### config.mk
export PLATFORM = sky130hd
export DESIGN_NAME = ifStage
export DESIGN_NICKNAME = d
export VERILOG_FILES = /design/src/fetch_pkg.sv /design/src/apbLoader.sv /design/src/ifStage.sv /design/src/instructionMemory.sv /design/src/nextPcSelect.sv /design/src/programCounter.sv
export VERILOG_INCLUDE_DIRS = /design/src
export SDC_FILE = /design/constraint.sdc
export NUM_CORES = 2
export LEC_CHECK = 0
export BUFFER_PORTS_ARGS = -buffer_cell sky130_fd_sc_hd__buf_4
export CORE_MARGIN = 2
export CORE_UTILIZATION = 67
export CTS_CLUSTER_DIAMETER = 200
export CTS_CLUSTER_SIZE = 10
export DETAILED_ROUTE_END_ITERATION = 12
export PLACE_DENSITY_LB_ADDON = 0.08
export SLEW_MARGIN = 20
export SYNTH_ARGS = -nofsm -noshare
export SYNTH_HDL_FRONTEND = slang
export SYNTH_HIERARCHICAL = 1
export SYNTH_SLANG_ARGS = --single-unit
### constraint.sdc
create_clock -name Clock -period 6.5 [get_ports Clock]
set_clock_uncertainty 0.15 [all_clocks]
set_input_delay 0 -clock Clock [delete_from_list [all_inputs] [get_ports Clock]]
set_output_delay 0 -clock Clock [all_outputs]
set_load 0.005 [all_outputs]
### src/fetch_params.svh
`ifndef FETCH_PARAMS_SVH
`define FETCH_PARAMS_SVH

// Instruction and address width
`define DATA_W      32
// Words held by the instruction memory
`define IMEM_DEPTH  64
// Word index and fill count width, one bit wider so the count reaches IMEM_DEPTH
`define IMEM_IDX_W  7

// APB byte offsets of the loader registers
`define REG_DATA    8'h00
`define REG_CTRL    8'h04
`define REG_STATUS  8'h08
`define REG_PC      8'h0C

`endif

### src/fetch_pkg.sv
`default_nettype none

package fetch_pkg;

    // Primary opcode field, bits 31:26
    typedef enum logic [5:0] {
        OP_RTYPE = 6'h00,               // Special, funct field decides
        OP_J     = 6'h02,               // Jump
        OP_JAL   = 6'h03,               // Jump and link
        OP_BEQ   = 6'h04,               // Branch on equal
        OP_BNE   = 6'h05                // Branch on not equal
    } opcodeT;

    // R-type funct field, bits 5:0
    typedef enum logic [5:0] {
        FN_JR    = 6'h08,               // Jump register
        FN_JALR  = 6'h09                // Jump and link register
    } functT;

    // Next-PC mux select, {branch, jump}
    typedef enum logic [1:0] {
        PC_SEQ         = 2'b00,         // Fall through to PC+4
        PC_JUMP        = 2'b01,         // Jump target from decode
        PC_BRANCH      = 2'b10,         // Branch target from decode
        PC_BRANCH_JUMP = 2'b11          // Both raised, branch wins
    } pcSelT;

endpackage

`default_nettype wire

### src/apbLoader.sv
`default_nettype none

`include "fetch_params.svh"

module apbLoader (
    input  logic                   Clock,
    input  logic                   i_arstN,
    input  logic                   i_psel,
    input  logic                   i_penable,
    input  logic                   i_pwrite,
    input  logic [7:0]             i_paddr,
    input  logic [`DATA_W-1:0]     i_pwdata,
    output logic [`DATA_W-1:0]     o_prdata,
    output logic                   o_pready,
    output logic                   o_pslverr,
    output logic                   o_push,          // One-cycle append pulse
    output logic [`DATA_W-1:0]     o_pushData,
    output logic                   o_clear,         // One-cycle clear pulse
    input  logic                   i_full,
    input  logic                   i_empty,
    input  logic [`IMEM_IDX_W-1:0] i_count,
    input  logic [`DATA_W-1:0]     i_pc
);

    logic               setup;                      // First APB cycle
    logic               access;                     // Second APB cycle, transfer ends
    logic               hitData;
    logic               hitCtrl;
    logic               hitStatus;
    logic               hitPc;
    logic               mapped;
    logic [`DATA_W-1:0] statusWord;

    assign setup  = i_psel && !i_penable;
    assign access = i_psel && i_penable;

    // Register map decode
    assign hitData   = (i_paddr == `REG_DATA);
    assign hitCtrl   = (i_paddr == `REG_CTRL);
    assign hitStatus = (i_paddr == `REG_STATUS);
    assign hitPc     = (i_paddr == `REG_PC);
    assign mapped    = hitData || hitCtrl || hitStatus || hitPc;

    // Pulses armed in setup so the memory updates on the edge ending access
    always_ff @(posedge Clock or negedge i_arstN) begin
        if (!i_arstN) begin
            o_push  <= 1'b0;
            o_clear <= 1'b0;
        end else begin
            o_push  <= setup && i_pwrite && hitData && !i_full;    // Full drops the word
            o_clear <= setup && i_pwrite && hitCtrl && i_pwdata[0];
        end
    end

    assign o_pushData = i_pwdata;                   // Held stable through access by APB

    assign o_pready = 1'b1;                         // Zero wait states

    // Error on unmapped address or a word pushed into a full memory
    assign o_pslverr = access && (!mapped || (i_pwrite && hitData && i_full));

    always_comb begin
        statusWord       = '0;
        statusWord[0]    = i_full;
        statusWord[1]    = i_empty;
        statusWord[14:8] = i_count;
    end

    always_comb begin
        case (i_paddr)
            `REG_STATUS: o_prdata = statusWord;
            `REG_PC:     o_prdata = i_pc;
            default:     o_prdata = '0;             // Data, control and unmapped
        endcase
    end

endmodule

`default_nettype wire

### src/ifStage.sv
`default_nettype none

`include "fetch_params.svh"

module ifStage (
    input  logic               Clock,
    input  logic               i_arstN,
    // APB loader port
    input  logic               i_psel,
    input  logic               i_penable,
    input  logic               i_pwrite,
    input  logic [7:0]         i_paddr,
    input  logic [`DATA_W-1:0] i_pwdata,
    output logic [`DATA_W-1:0] o_prdata,
    output logic               o_pready,
    output logic               o_pslverr,
    // Pipeline controls from hazard and decode
    input  logic               i_pcWrite,
    input  logic               i_enable,
    input  logic               i_halt,
    input  logic               i_flush,
    input  logic               i_jumpControl,
    input  logic [`DATA_W-1:0] i_jumpAddress,
    input  logic               i_branchFlag,
    input  logic [`DATA_W-1:0] i_branchAddress,
    // Fetch results
    output logic [`DATA_W-1:0] o_instruction,
    output logic [`DATA_W-1:0] o_pcResult,
    output logic [`DATA_W-1:0] o_pcPlus4,
    output logic               o_isBranch,
    output logic               o_isJump,
    output logic               o_full,
    output logic               o_empty,
    output logic [7:0]         o_scheduledPcLsb,    // Low byte of next PC
    output fetch_pkg::pcSelT   o_pcSel
);

    logic [`DATA_W-1:0]    pcNext;                  // Scheduled PC
    logic                  push;
    logic [`DATA_W-1:0]    pushData;
    logic                  clear;
    logic [`IMEM_IDX_W-1:0] count;

    programCounter u_pc (
        .Clock(Clock), .i_arstN(i_arstN),
        .i_pcWrite(i_pcWrite), .i_enable(i_enable),
        .i_halt(i_halt), .i_flush(i_flush),
        .i_pcNext(pcNext), .o_pc(o_pcResult)
    );

    nextPcSelect u_nextPc (
        .i_pc(o_pcResult),
        .i_jumpControl(i_jumpControl), .i_jumpAddress(i_jumpAddress),
        .i_branchFlag(i_branchFlag), .i_branchAddress(i_branchAddress),
        .o_pcPlus4(o_pcPlus4), .o_pcNext(pcNext), .o_pcSel(o_pcSel)
    );

    instructionMemory u_imem (
        .Clock(Clock), .i_arstN(i_arstN), .i_pc(o_pcResult),
        .i_push(push), .i_pushData(pushData), .i_clear(clear),
        .o_instruction(o_instruction), .o_isBranch(o_isBranch), .o_isJump(o_isJump),
        .o_full(o_full), .o_empty(o_empty), .o_count(count)
    );

    apbLoader u_loader (
        .Clock(Clock), .i_arstN(i_arstN),
        .i_psel(i_psel), .i_penable(i_penable), .i_pwrite(i_pwrite),
        .i_paddr(i_paddr), .i_pwdata(i_pwdata),
        .o_prdata(o_prdata), .o_pready(o_pready), .o_pslverr(o_pslverr),
        .o_push(push), .o_pushData(pushData), .o_clear(clear),
        .i_full(o_full), .i_empty(o_empty), .i_count(count), .i_pc(o_pcResult)
    );

    assign o_scheduledPcLsb = pcNext[7:0];

endmodule

`default_nettype wire

### src/instructionMemory.sv
`default_nettype none

`include "fetch_params.svh"

module instructionMemory (
    input  logic                  Clock,
    input  logic                  i_arstN,
    input  logic [`DATA_W-1:0]    i_pc,             // Byte address of the fetch
    input  logic                  i_push,           // Append one word
    input  logic [`DATA_W-1:0]    i_pushData,
    input  logic                  i_clear,          // Drop the whole program
    output logic [`DATA_W-1:0]    o_instruction,
    output logic                  o_isBranch,       // Predecoded BEQ or BNE
    output logic                  o_isJump,         // Predecoded J, JAL, JR or JALR
    output logic                  o_full,
    output logic                  o_empty,
    output logic [`IMEM_IDX_W-1:0] o_count          // Words loaded so far
);

    import fetch_pkg::*;

    logic [`DATA_W-1:0]    mem [`IMEM_DEPTH];       // Program storage, no reset
    logic [`IMEM_IDX_W-2:0] wrPtr;                  // Next free slot
    logic [`IMEM_IDX_W-2:0] rdIdx;                  // Word index of the fetch
    logic [`DATA_W-3:0]    wordAddr;                // PC divided by 4
    logic                  inRange;                 // Fetch hits a loaded word
    logic                  pushAccept;
    opcodeT                opcode;
    functT                 funct;

    // Status flags
    assign o_full  = (o_count == `IMEM_DEPTH);
    assign o_empty = (o_count == '0);

    // Write pointer tracks the fill count since words only append
    assign wrPtr      = o_count[`IMEM_IDX_W-2:0];
    assign pushAccept = i_push && !o_full && !i_clear;  // Clear wins, full refuses

    always_ff @(posedge Clock or negedge i_arstN) begin
        if (!i_arstN) begin
            o_count <= '0;
        end else if (i_clear) begin
            o_count <= '0;
        end else if (pushAccept) begin
            o_count <= o_count + 1'b1;
        end
    end

    always_ff @(posedge Clock) begin
        if (pushAccept) begin
            mem[wrPtr] <= i_pushData;
        end
    end

    // Combinational read, beyond the count returns a NOP
    assign wordAddr = i_pc[`DATA_W-1:2];
    assign rdIdx    = i_pc[`IMEM_IDX_W:2];
    assign inRange  = wordAddr < {{(`DATA_W-2-`IMEM_IDX_W){1'b0}}, o_count};

    assign o_instruction = inRange ? mem[rdIdx] : '0;

    // Predecode for the decode stage
    assign opcode = opcodeT'(o_instruction[31:26]);
    assign funct  = functT'(o_instruction[5:0]);

    always_comb begin
        o_isBranch = 1'b0;
        o_isJump   = 1'b0;
        case (opcode)
            OP_BEQ,
            OP_BNE:   o_isBranch = 1'b1;
            OP_J,
            OP_JAL:   o_isJump   = 1'b1;
            OP_RTYPE: o_isJump   = (funct == FN_JR) || (funct == FN_JALR);  // Register jumps
            default:  ;                             // Plain instruction
        endcase
    end

endmodule

`default_nettype wire

### src/nextPcSelect.sv
`default_nettype none

`include "fetch_params.svh"

module nextPcSelect (
    input  logic [`DATA_W-1:0] i_pc,
    input  logic               i_jumpControl,
    input  logic [`DATA_W-1:0] i_jumpAddress,
    input  logic               i_branchFlag,
    input  logic [`DATA_W-1:0] i_branchAddress,
    output logic [`DATA_W-1:0] o_pcPlus4,
    output logic [`DATA_W-1:0] o_pcNext,
    output fetch_pkg::pcSelT   o_pcSel          // Exported for debug
);

    import fetch_pkg::*;

    localparam logic [`DATA_W-1:0] INSTR_BYTES = 4;    // One word per instruction

    assign o_pcPlus4 = i_pc + INSTR_BYTES;
    assign o_pcSel   = pcSelT'({i_branchFlag, i_jumpControl});  // Bit 1 branch, bit 0 jump

    always_comb begin
        case (o_pcSel)
            PC_SEQ:         o_pcNext = o_pcPlus4;
            PC_JUMP:        o_pcNext = i_jumpAddress;
            PC_BRANCH,
            PC_BRANCH_JUMP: o_pcNext = i_branchAddress;    // Branch over jump
            default:        o_pcNext = o_pcPlus4;
        endcase
    end

endmodule

`default_nettype wire

### src/programCounter.sv
`default_nettype none

`include "fetch_params.svh"

module programCounter (
    input  logic               Clock,
    input  logic               i_arstN,
    input  logic               i_pcWrite,       // Hazard unit write enable
    input  logic               i_enable,        // Run enable
    input  logic               i_halt,          // Halt from debug
    input  logic               i_flush,         // Restart fetch at address 0
    input  logic [`DATA_W-1:0] i_pcNext,        // Next PC from the select mux
    output logic [`DATA_W-1:0] o_pc
);

    logic pcLoad;                               // All load conditions met

    // A stall on any of the three controls freezes the PC
    assign pcLoad = i_pcWrite && i_enable && !i_halt;

    always_ff @(posedge Clock or negedge i_arstN) begin
        if (!i_arstN) begin
            o_pc <= '0;
        end else if (i_flush) begin
            o_pc <= '0;                         // Flush beats halt and stall
        end else if (pcLoad) begin
            o_pc <= i_pcNext;
        end
    end

endmodule

`default_nettype wire

# ---- Word level (Yosys, flattened, before mapping)
# Memory sizes are Yosys's and may differ from the RTL's.
# Cells that the tools add are included.
dict set report totals {
  out_inout_bits 144
  inputBits 115
  ff_bits 41
  elab_cells 65
  ramBits 2048
  memories 1
}
# memory words width rd rd_clocked_by_memory_dff write_ports line
set mem_list {}
lappend mem_list {u_imem.mem 64 32 1 0 1 instructionMemory.sv:22} ;# logic [`DATA_W-1:0] mem [`IMEM_DEPTH];
dict set report classes {
  n_lt_le_gt_ge 1
  muxes 11
  eq_ne 13
  n_reduce_logical 33
  add_sub_neg 2
}
# cell n
set op_table {}
lappend op_table {{$mux 32} 3}
lappend op_table {{$pmux 32 s3} 1}
lappend op_table {{$pmux 32 s2} 1}
lappend op_table {{$add 32x3->32 const B} 1}
lappend op_table {{$lt 30x7->1} 1}
lappend op_table {{$eq 8x4->1 const B} 2}
lappend op_table {{$logic_and 1x1->1} 14}
lappend op_table {{$mux 7} 2}
lappend op_table {{$eq 6x2->1 const B} 2}
lappend op_table {{$eq 6x3->1 const B} 2}
lappend op_table {{$eq 6x4->1 const B} 2}
lappend op_table {{$eq 8x3->1 const B} 1}
lappend op_table {{$logic_not 8->1} 1}
lappend op_table {{$add 7x1->7 const B} 1}
lappend op_table {{$eq 7x7->1 const B} 1}
lappend op_table {{$logic_not 7->1} 1}
lappend op_table {{$logic_not 6->1} 1}
lappend op_table {{$reduce_or 2->1} 3}
lappend op_table {{$logic_not 1->1} 5}
lappend op_table {{$logic_or 1x1->1} 5}
lappend op_table {{$eq 2x2->1 const B} 2}
lappend op_table {{$reduce_bool 2->1} 2}
lappend op_table {{$mux 1} 3}
lappend op_table {{$eq 2x1->1 const B} 1}
lappend op_table {{other kinds (2)} 2}

# ---- Logic depth before layout (Yosys ltp)
dict set report depth {
  depth_word 7
  depth_mapped 14
}

# ---- Modules after synthesis
# Netlist, hierarchy kept.
# mod instances area_per_inst_um2 seq_area_each_um2 cells_each
set modules_own_cells {}
lappend modules_own_cells {instructionMemory 1 79282.3 61674.2 3355}
lappend modules_own_cells {programCounter 1 1629.1 800.8 140}
lappend modules_own_cells {nextPcSelect 1 1246.2 0.0 192}
lappend modules_own_cells {apbLoader 1 1083.5 50.0 122}

# ---- Worst setup path before layout
# OpenSTA, ideal clock, no wires.
dict set report synth_timing {
  path_type {reg2reg}
  startpoint {reg u_imem.o_count[5]}
  endpoint {mem u_imem/mem[63][0] in the netlist's numbering, enable pin}
  path_buffers 2
  path_stages_with_launch 10
  t_arrival_ns 3.121
  setup_time_ns 0.421
  period_less_slack_ns 3.692
  setup_slack_ns 2.808
  required_time_ns 5.929
  path_cell_list {dfrtp_1 -> clkbuf_1 -> or3_1 -> clkbuf_1 -> nor3b_1 -> nand2_1 -> nand2_1 -> nor3_1 -> nand3_1 -> nor2_1}
}
dict set report synth_between {
  elab_chain_len 6
}
# item line
set synth_lines {}
lappend synth_lines {{from (decl)} instructionMemory.sv:17} ;# output logic [`IMEM_IDX_W-1:0] o_count
lappend synth_lines {{from (signal assigned)} instructionMemory.sv:45} ;# o_count <= o_count + 1'b1;
lappend synth_lines {{$eq 7x7->1 (no source line)} --}
lappend synth_lines {{$logic_not 1->1} instructionMemory.sv:37} ;# assign pushAccept = i_push && !o_full && !i_clear;
lappend synth_lines {{$logic_and 1x1->1 (2 in a row)} instructionMemory.sv:37}
lappend synth_lines {{$mux 1} instructionMemory.sv:50} ;# if (pushAccept) begin
lappend synth_lines {{$mux 1 (implied by the code)} instructionMemory.sv:51} ;# mem[wrPtr] <= i_pushData;
lappend synth_lines {{to (decl)} instructionMemory.sv:22}
# Parallel ways exist; a longest one is shown, timed or not.

# ---- Worst setup path after layout
dict set report layout_timing {
  startpoint {reg u_pc.o_pc[3]}
  endpoint {reg u_pc.o_pc[26]}
}
dict set report layout_between {
  elab_chain_len 4
}
# item line
set layout_lines {}
lappend layout_lines {{from (decl)} programCounter.sv:13} ;# output logic [`DATA_W-1:0] o_pc
lappend layout_lines {{from (signal assigned)} programCounter.sv:27} ;# o_pc <= i_pcNext;
lappend layout_lines {{$add 32x3->32} nextPcSelect.sv:20} ;# assign o_pcPlus4 = i_pc + INSTR_BYTES;
lappend layout_lines {{$pmux 32 s3} nextPcSelect.sv:24} ;# case (o_pcSel)
lappend layout_lines {{via pcNext[26]} ifStage.sv:38} ;# logic [`DATA_W-1:0] pcNext;
lappend layout_lines {{$mux 32} programCounter.sv:26} ;# end else if (pcLoad) begin
lappend layout_lines {{$mux 32} programCounter.sv:24} ;# end else if (i_flush) begin
# The timed path passes the listed nets, and every way through them passes these cells. The select of a mux whose other input is x is not followed.
# A chain may end at the register's enable or synchronous reset.

==> impl_metrics.toml <==
[floorplan]
coreArea_um2 = 123500
rows = 129
fp.dieW_um = 356.5
ioPinCount = 259
fp.dieH_um = 356.5
die_area_um2 = 127100
start_util = 0.6742

[timing]
finalHoldViolCount = 0
setup-tns-final_ns = 0
slew_headroom = 0.1254
rsz0062_at_grt = "false"
min_period_over_period = 0.9422
finalSetupViolCount = 0
worst_pin_slew_ns = 1.275
fmax_ghz = 0.1633
finalMaxSlewViolations = 0
period_minus_slack_ns = 6.124
postLayoutSetupSlackWorst_ns = 0.3756

[run]
drv_cap = 0

[synthesis]
syn_inst = 3809
synth_edf_count = 2048
yosys.cell_count.top_type = "edfxtp_1"
synth.avg_cell_area_um2 = 21.85
yosysTopAreaCellShare = 0.7388
yosys_warnings = 6
yosysTopAreaCell = "edfxtp_1"
synth_common_cells = "edfxtp_1 (2048), mux4_2 (567), mux2i_1 (144), nor2_1 (111), nand2b_1 (78)"
async_reset_ff_frac = 0.01963
synth_nets = 3933
seq_area_frac_synth = 0.7511
yosysUniqueCellTypes = 70
synthTopCellsByArea = "edfxtp_1 (74%), mux4_2 (15%), mux2i_1 (1.7%)"
synth_ff_type = "edfxtp_1"
synth-seq-cells = 2089
synth_area_um2 = 83240

[worst_setup_path]
arrival_ns = 6.75
startpoint_type = "flip-flop"
r2r_slack_ns = 0.38
r2r_cells = 12
cp-end-kind = "flip-flop"
reg2reg_to = "u_pc/o_pc[26]"
critical_path_class = "flip-flop to flip-flop"
reg2reg_from = "u_pc/o_pc[3]"
worstPathRequired_ns = 7.13
crit_fanout = 64

[detailed_routing]
drt-wirelength-per-cell_um = 38.92
postRouteAntennaNets = 0
wl_met3_mm = 28.34
drt-pass1-iter-count = 7
vias = 44410
wl_met1_mm = 82.79
maxUsedRoutingLayer = "met5"
routed_wl_mm = 236.3
drc = 0
drt-initial-drc-count = 7201
met2_length_mm = 114.1
via_per_inst = 7.315

[global_route]
grt_pass1_vias = 44040
grt_usage = 0.3786
grt_max_degree = 88
antenna_found_initial = 12
grt_pass1_wl_mm = 331.5
grt_overflow = 0

[power]
vdd_ir_drop_max_v = 0.0002888
p_int_mw = 21.63
powerDensity_nw_per_um2 = 283.8
p_seq_frac = 0.544
p_leak_nw = 29.89
switching_share = 0.2063
combPwrFrac = 0.048
p_sw_mw = 5.623
total_power_mw = 27.25
clkPwrFrac = 0.407

[placed_design]
dpl.hpwl_mm = 137.1
place_ws_ns = 1.614
dpl-instance-area_um2 = 87510
routabilityCongestion = 0.9310
port_buffers = 257

[clock_tree]
root_buffer = "clkbuf_16"
post_cts_resized = 0
cts_tree = "built"
clk_path_buf_depth = 3
htreeDepth = 4
numCtsBuffers = 226
clk_pin_slew_ns = 0.06
cts.hold.buffers_added = 206
clkLatencyLatePin_ns = 0.84
cts_sinks = 2089
cts_setup_buffers = 0

[final_layout]
final_core_util = 0.7778
num-nets-final = 4504
final_layout_size_suffix_gt1_frac = 0.2996
areaGrowthSynthToFinish_pct = 15.37
final_area_um2 = 96030

[outcome]
status = "finished, final reports clean"

[min_path]
hold_class = "input pin to asynchronous set/reset pin"
## layer usage
layer / global-route usage / vias up
li1: - / 17000
met1: 0.5227 / 23310
met2: 0.5886 / 3522
met3: 0.1005 / 577
met4: 0.1537 / 10
met5: 0 / -
## critical path: stages (launching register included)
cell,delay (ns)
dfrtp_4,0.87
buf_4,0.91
ha_1,0.47
nand4_1,0.26
nor4_2,0.60
nand2_1,0.28
xnor2_1,0.29
a21o_1,0.15
dlygate4sd3_1,0.55
nand2b_1,0.05
dlygate4sd3_1,0.58
mux2i_1,0.20
dlygate4sd3_1,0.60
## sequential cells by signal, indices dropped and copies added (netlist names)
name and count:
u_loader/o_clear 1, u_imem/o_count 7, u_pc/o_pc 32, u_loader/o_push 1, u_imem/mem 2048
## cells in the final DEF, fill, tap and decap left out, types with 21 or more instances in the layout
cell type	instances
mux2i_1	139
nand2b_1	78
a221oi_1	28
edfxtp_1	2048
a22oi_1	28
dfrtp_1	35
o21ai_0	35
buf_12	40
nand2_1	77
clkbuf_16	232
nor4_2	21
nor2b_1	24
a21oi_1	24
nor2_1	47
xnor2_1	26
nor2_4	64
mux4_2	567
clkbuf_1	38
nand3_1	38
a211oi_1	22
dlygate4sd3_1	205
buf_4	330
inv_1	40
## layout make-up
| class | instances | area (um^2) |
|---|---|---|
| flip-flops and latches | 2089 | 62550 |
| fillers | 6133 | 27440 |
| multi-input cells | 1428 | 19390 |
| clock buffers | 270 | 5948 |
| repair buffers | 592 | 5798 |
| well taps | 1637 | 2048 |
| inverters | 43 | 163.9 |
| clock inverters | 7 | 122.6 |
| diodes | 5 | 12.51 |
## logic make-up after synthesis
group / Yosys count / share of synthesized area
muxes: 722 / 0.1726
xor gates and xnor gates: 33 / 0.003472
adders and majority gates: 9 / 0.001353
AOI/OAI and AO/OA: 212 / 0.01822
other: 1 / 0.00004505
buffers and inverters: 292 / 0.02210
DFF: 2089 / 0.7511
and+or+nand+nor: 451 / 0.03111
## how the worst max path moves through the flow
stage | start | endpoint | slack, ns
6_report | u_pc/o_pc[3] | u_pc/o_pc[26] | 0.38
4_1_cts | u_pc/o_pc[3] | u_pc/o_pc[28] | 0.76
5_1_grt | u_pc/o_pc[3] | u_pc/o_pc[26] | 0.22
2_1_floorplan | u_imem/o_count[5] | u_imem/mem[63][0] | 2.81
3_3_place_gp | u_imem/o_count[5] | u_imem/mem[60][2] | 1.40
3_5_place_dp | u_imem/o_count[3] | u_imem/mem[58][18] | 1.61
## through the flow
stage	std cells	hold slack [ns]
after floorplan	3809	-0.4456
after global placement	5540	-0.1301
after detailed placement	5568	-0.1188
after CTS	6051	0.02435
after global routing	6066	0.08151
final	6071	0.06215
## power by group through the flow
| stage | registers (mW) | logic [mW] | clock network (mW) |
|---|---|---|---|
| floorplan | 15.1 | 0.699 | 0 |
| global placement | 15.1 | 1.14 | 0 |
| detailed placement | 15.1 | 1.17 | 0 |
| CTS | 14.8 | 1.28 | 11.2 |
| global route | 14.8 | 1.37 | 11.7 |
| finish | 14.8 | 1.32 | 11.1 |
Note: power is estimated with default switching activity, not from simulation.
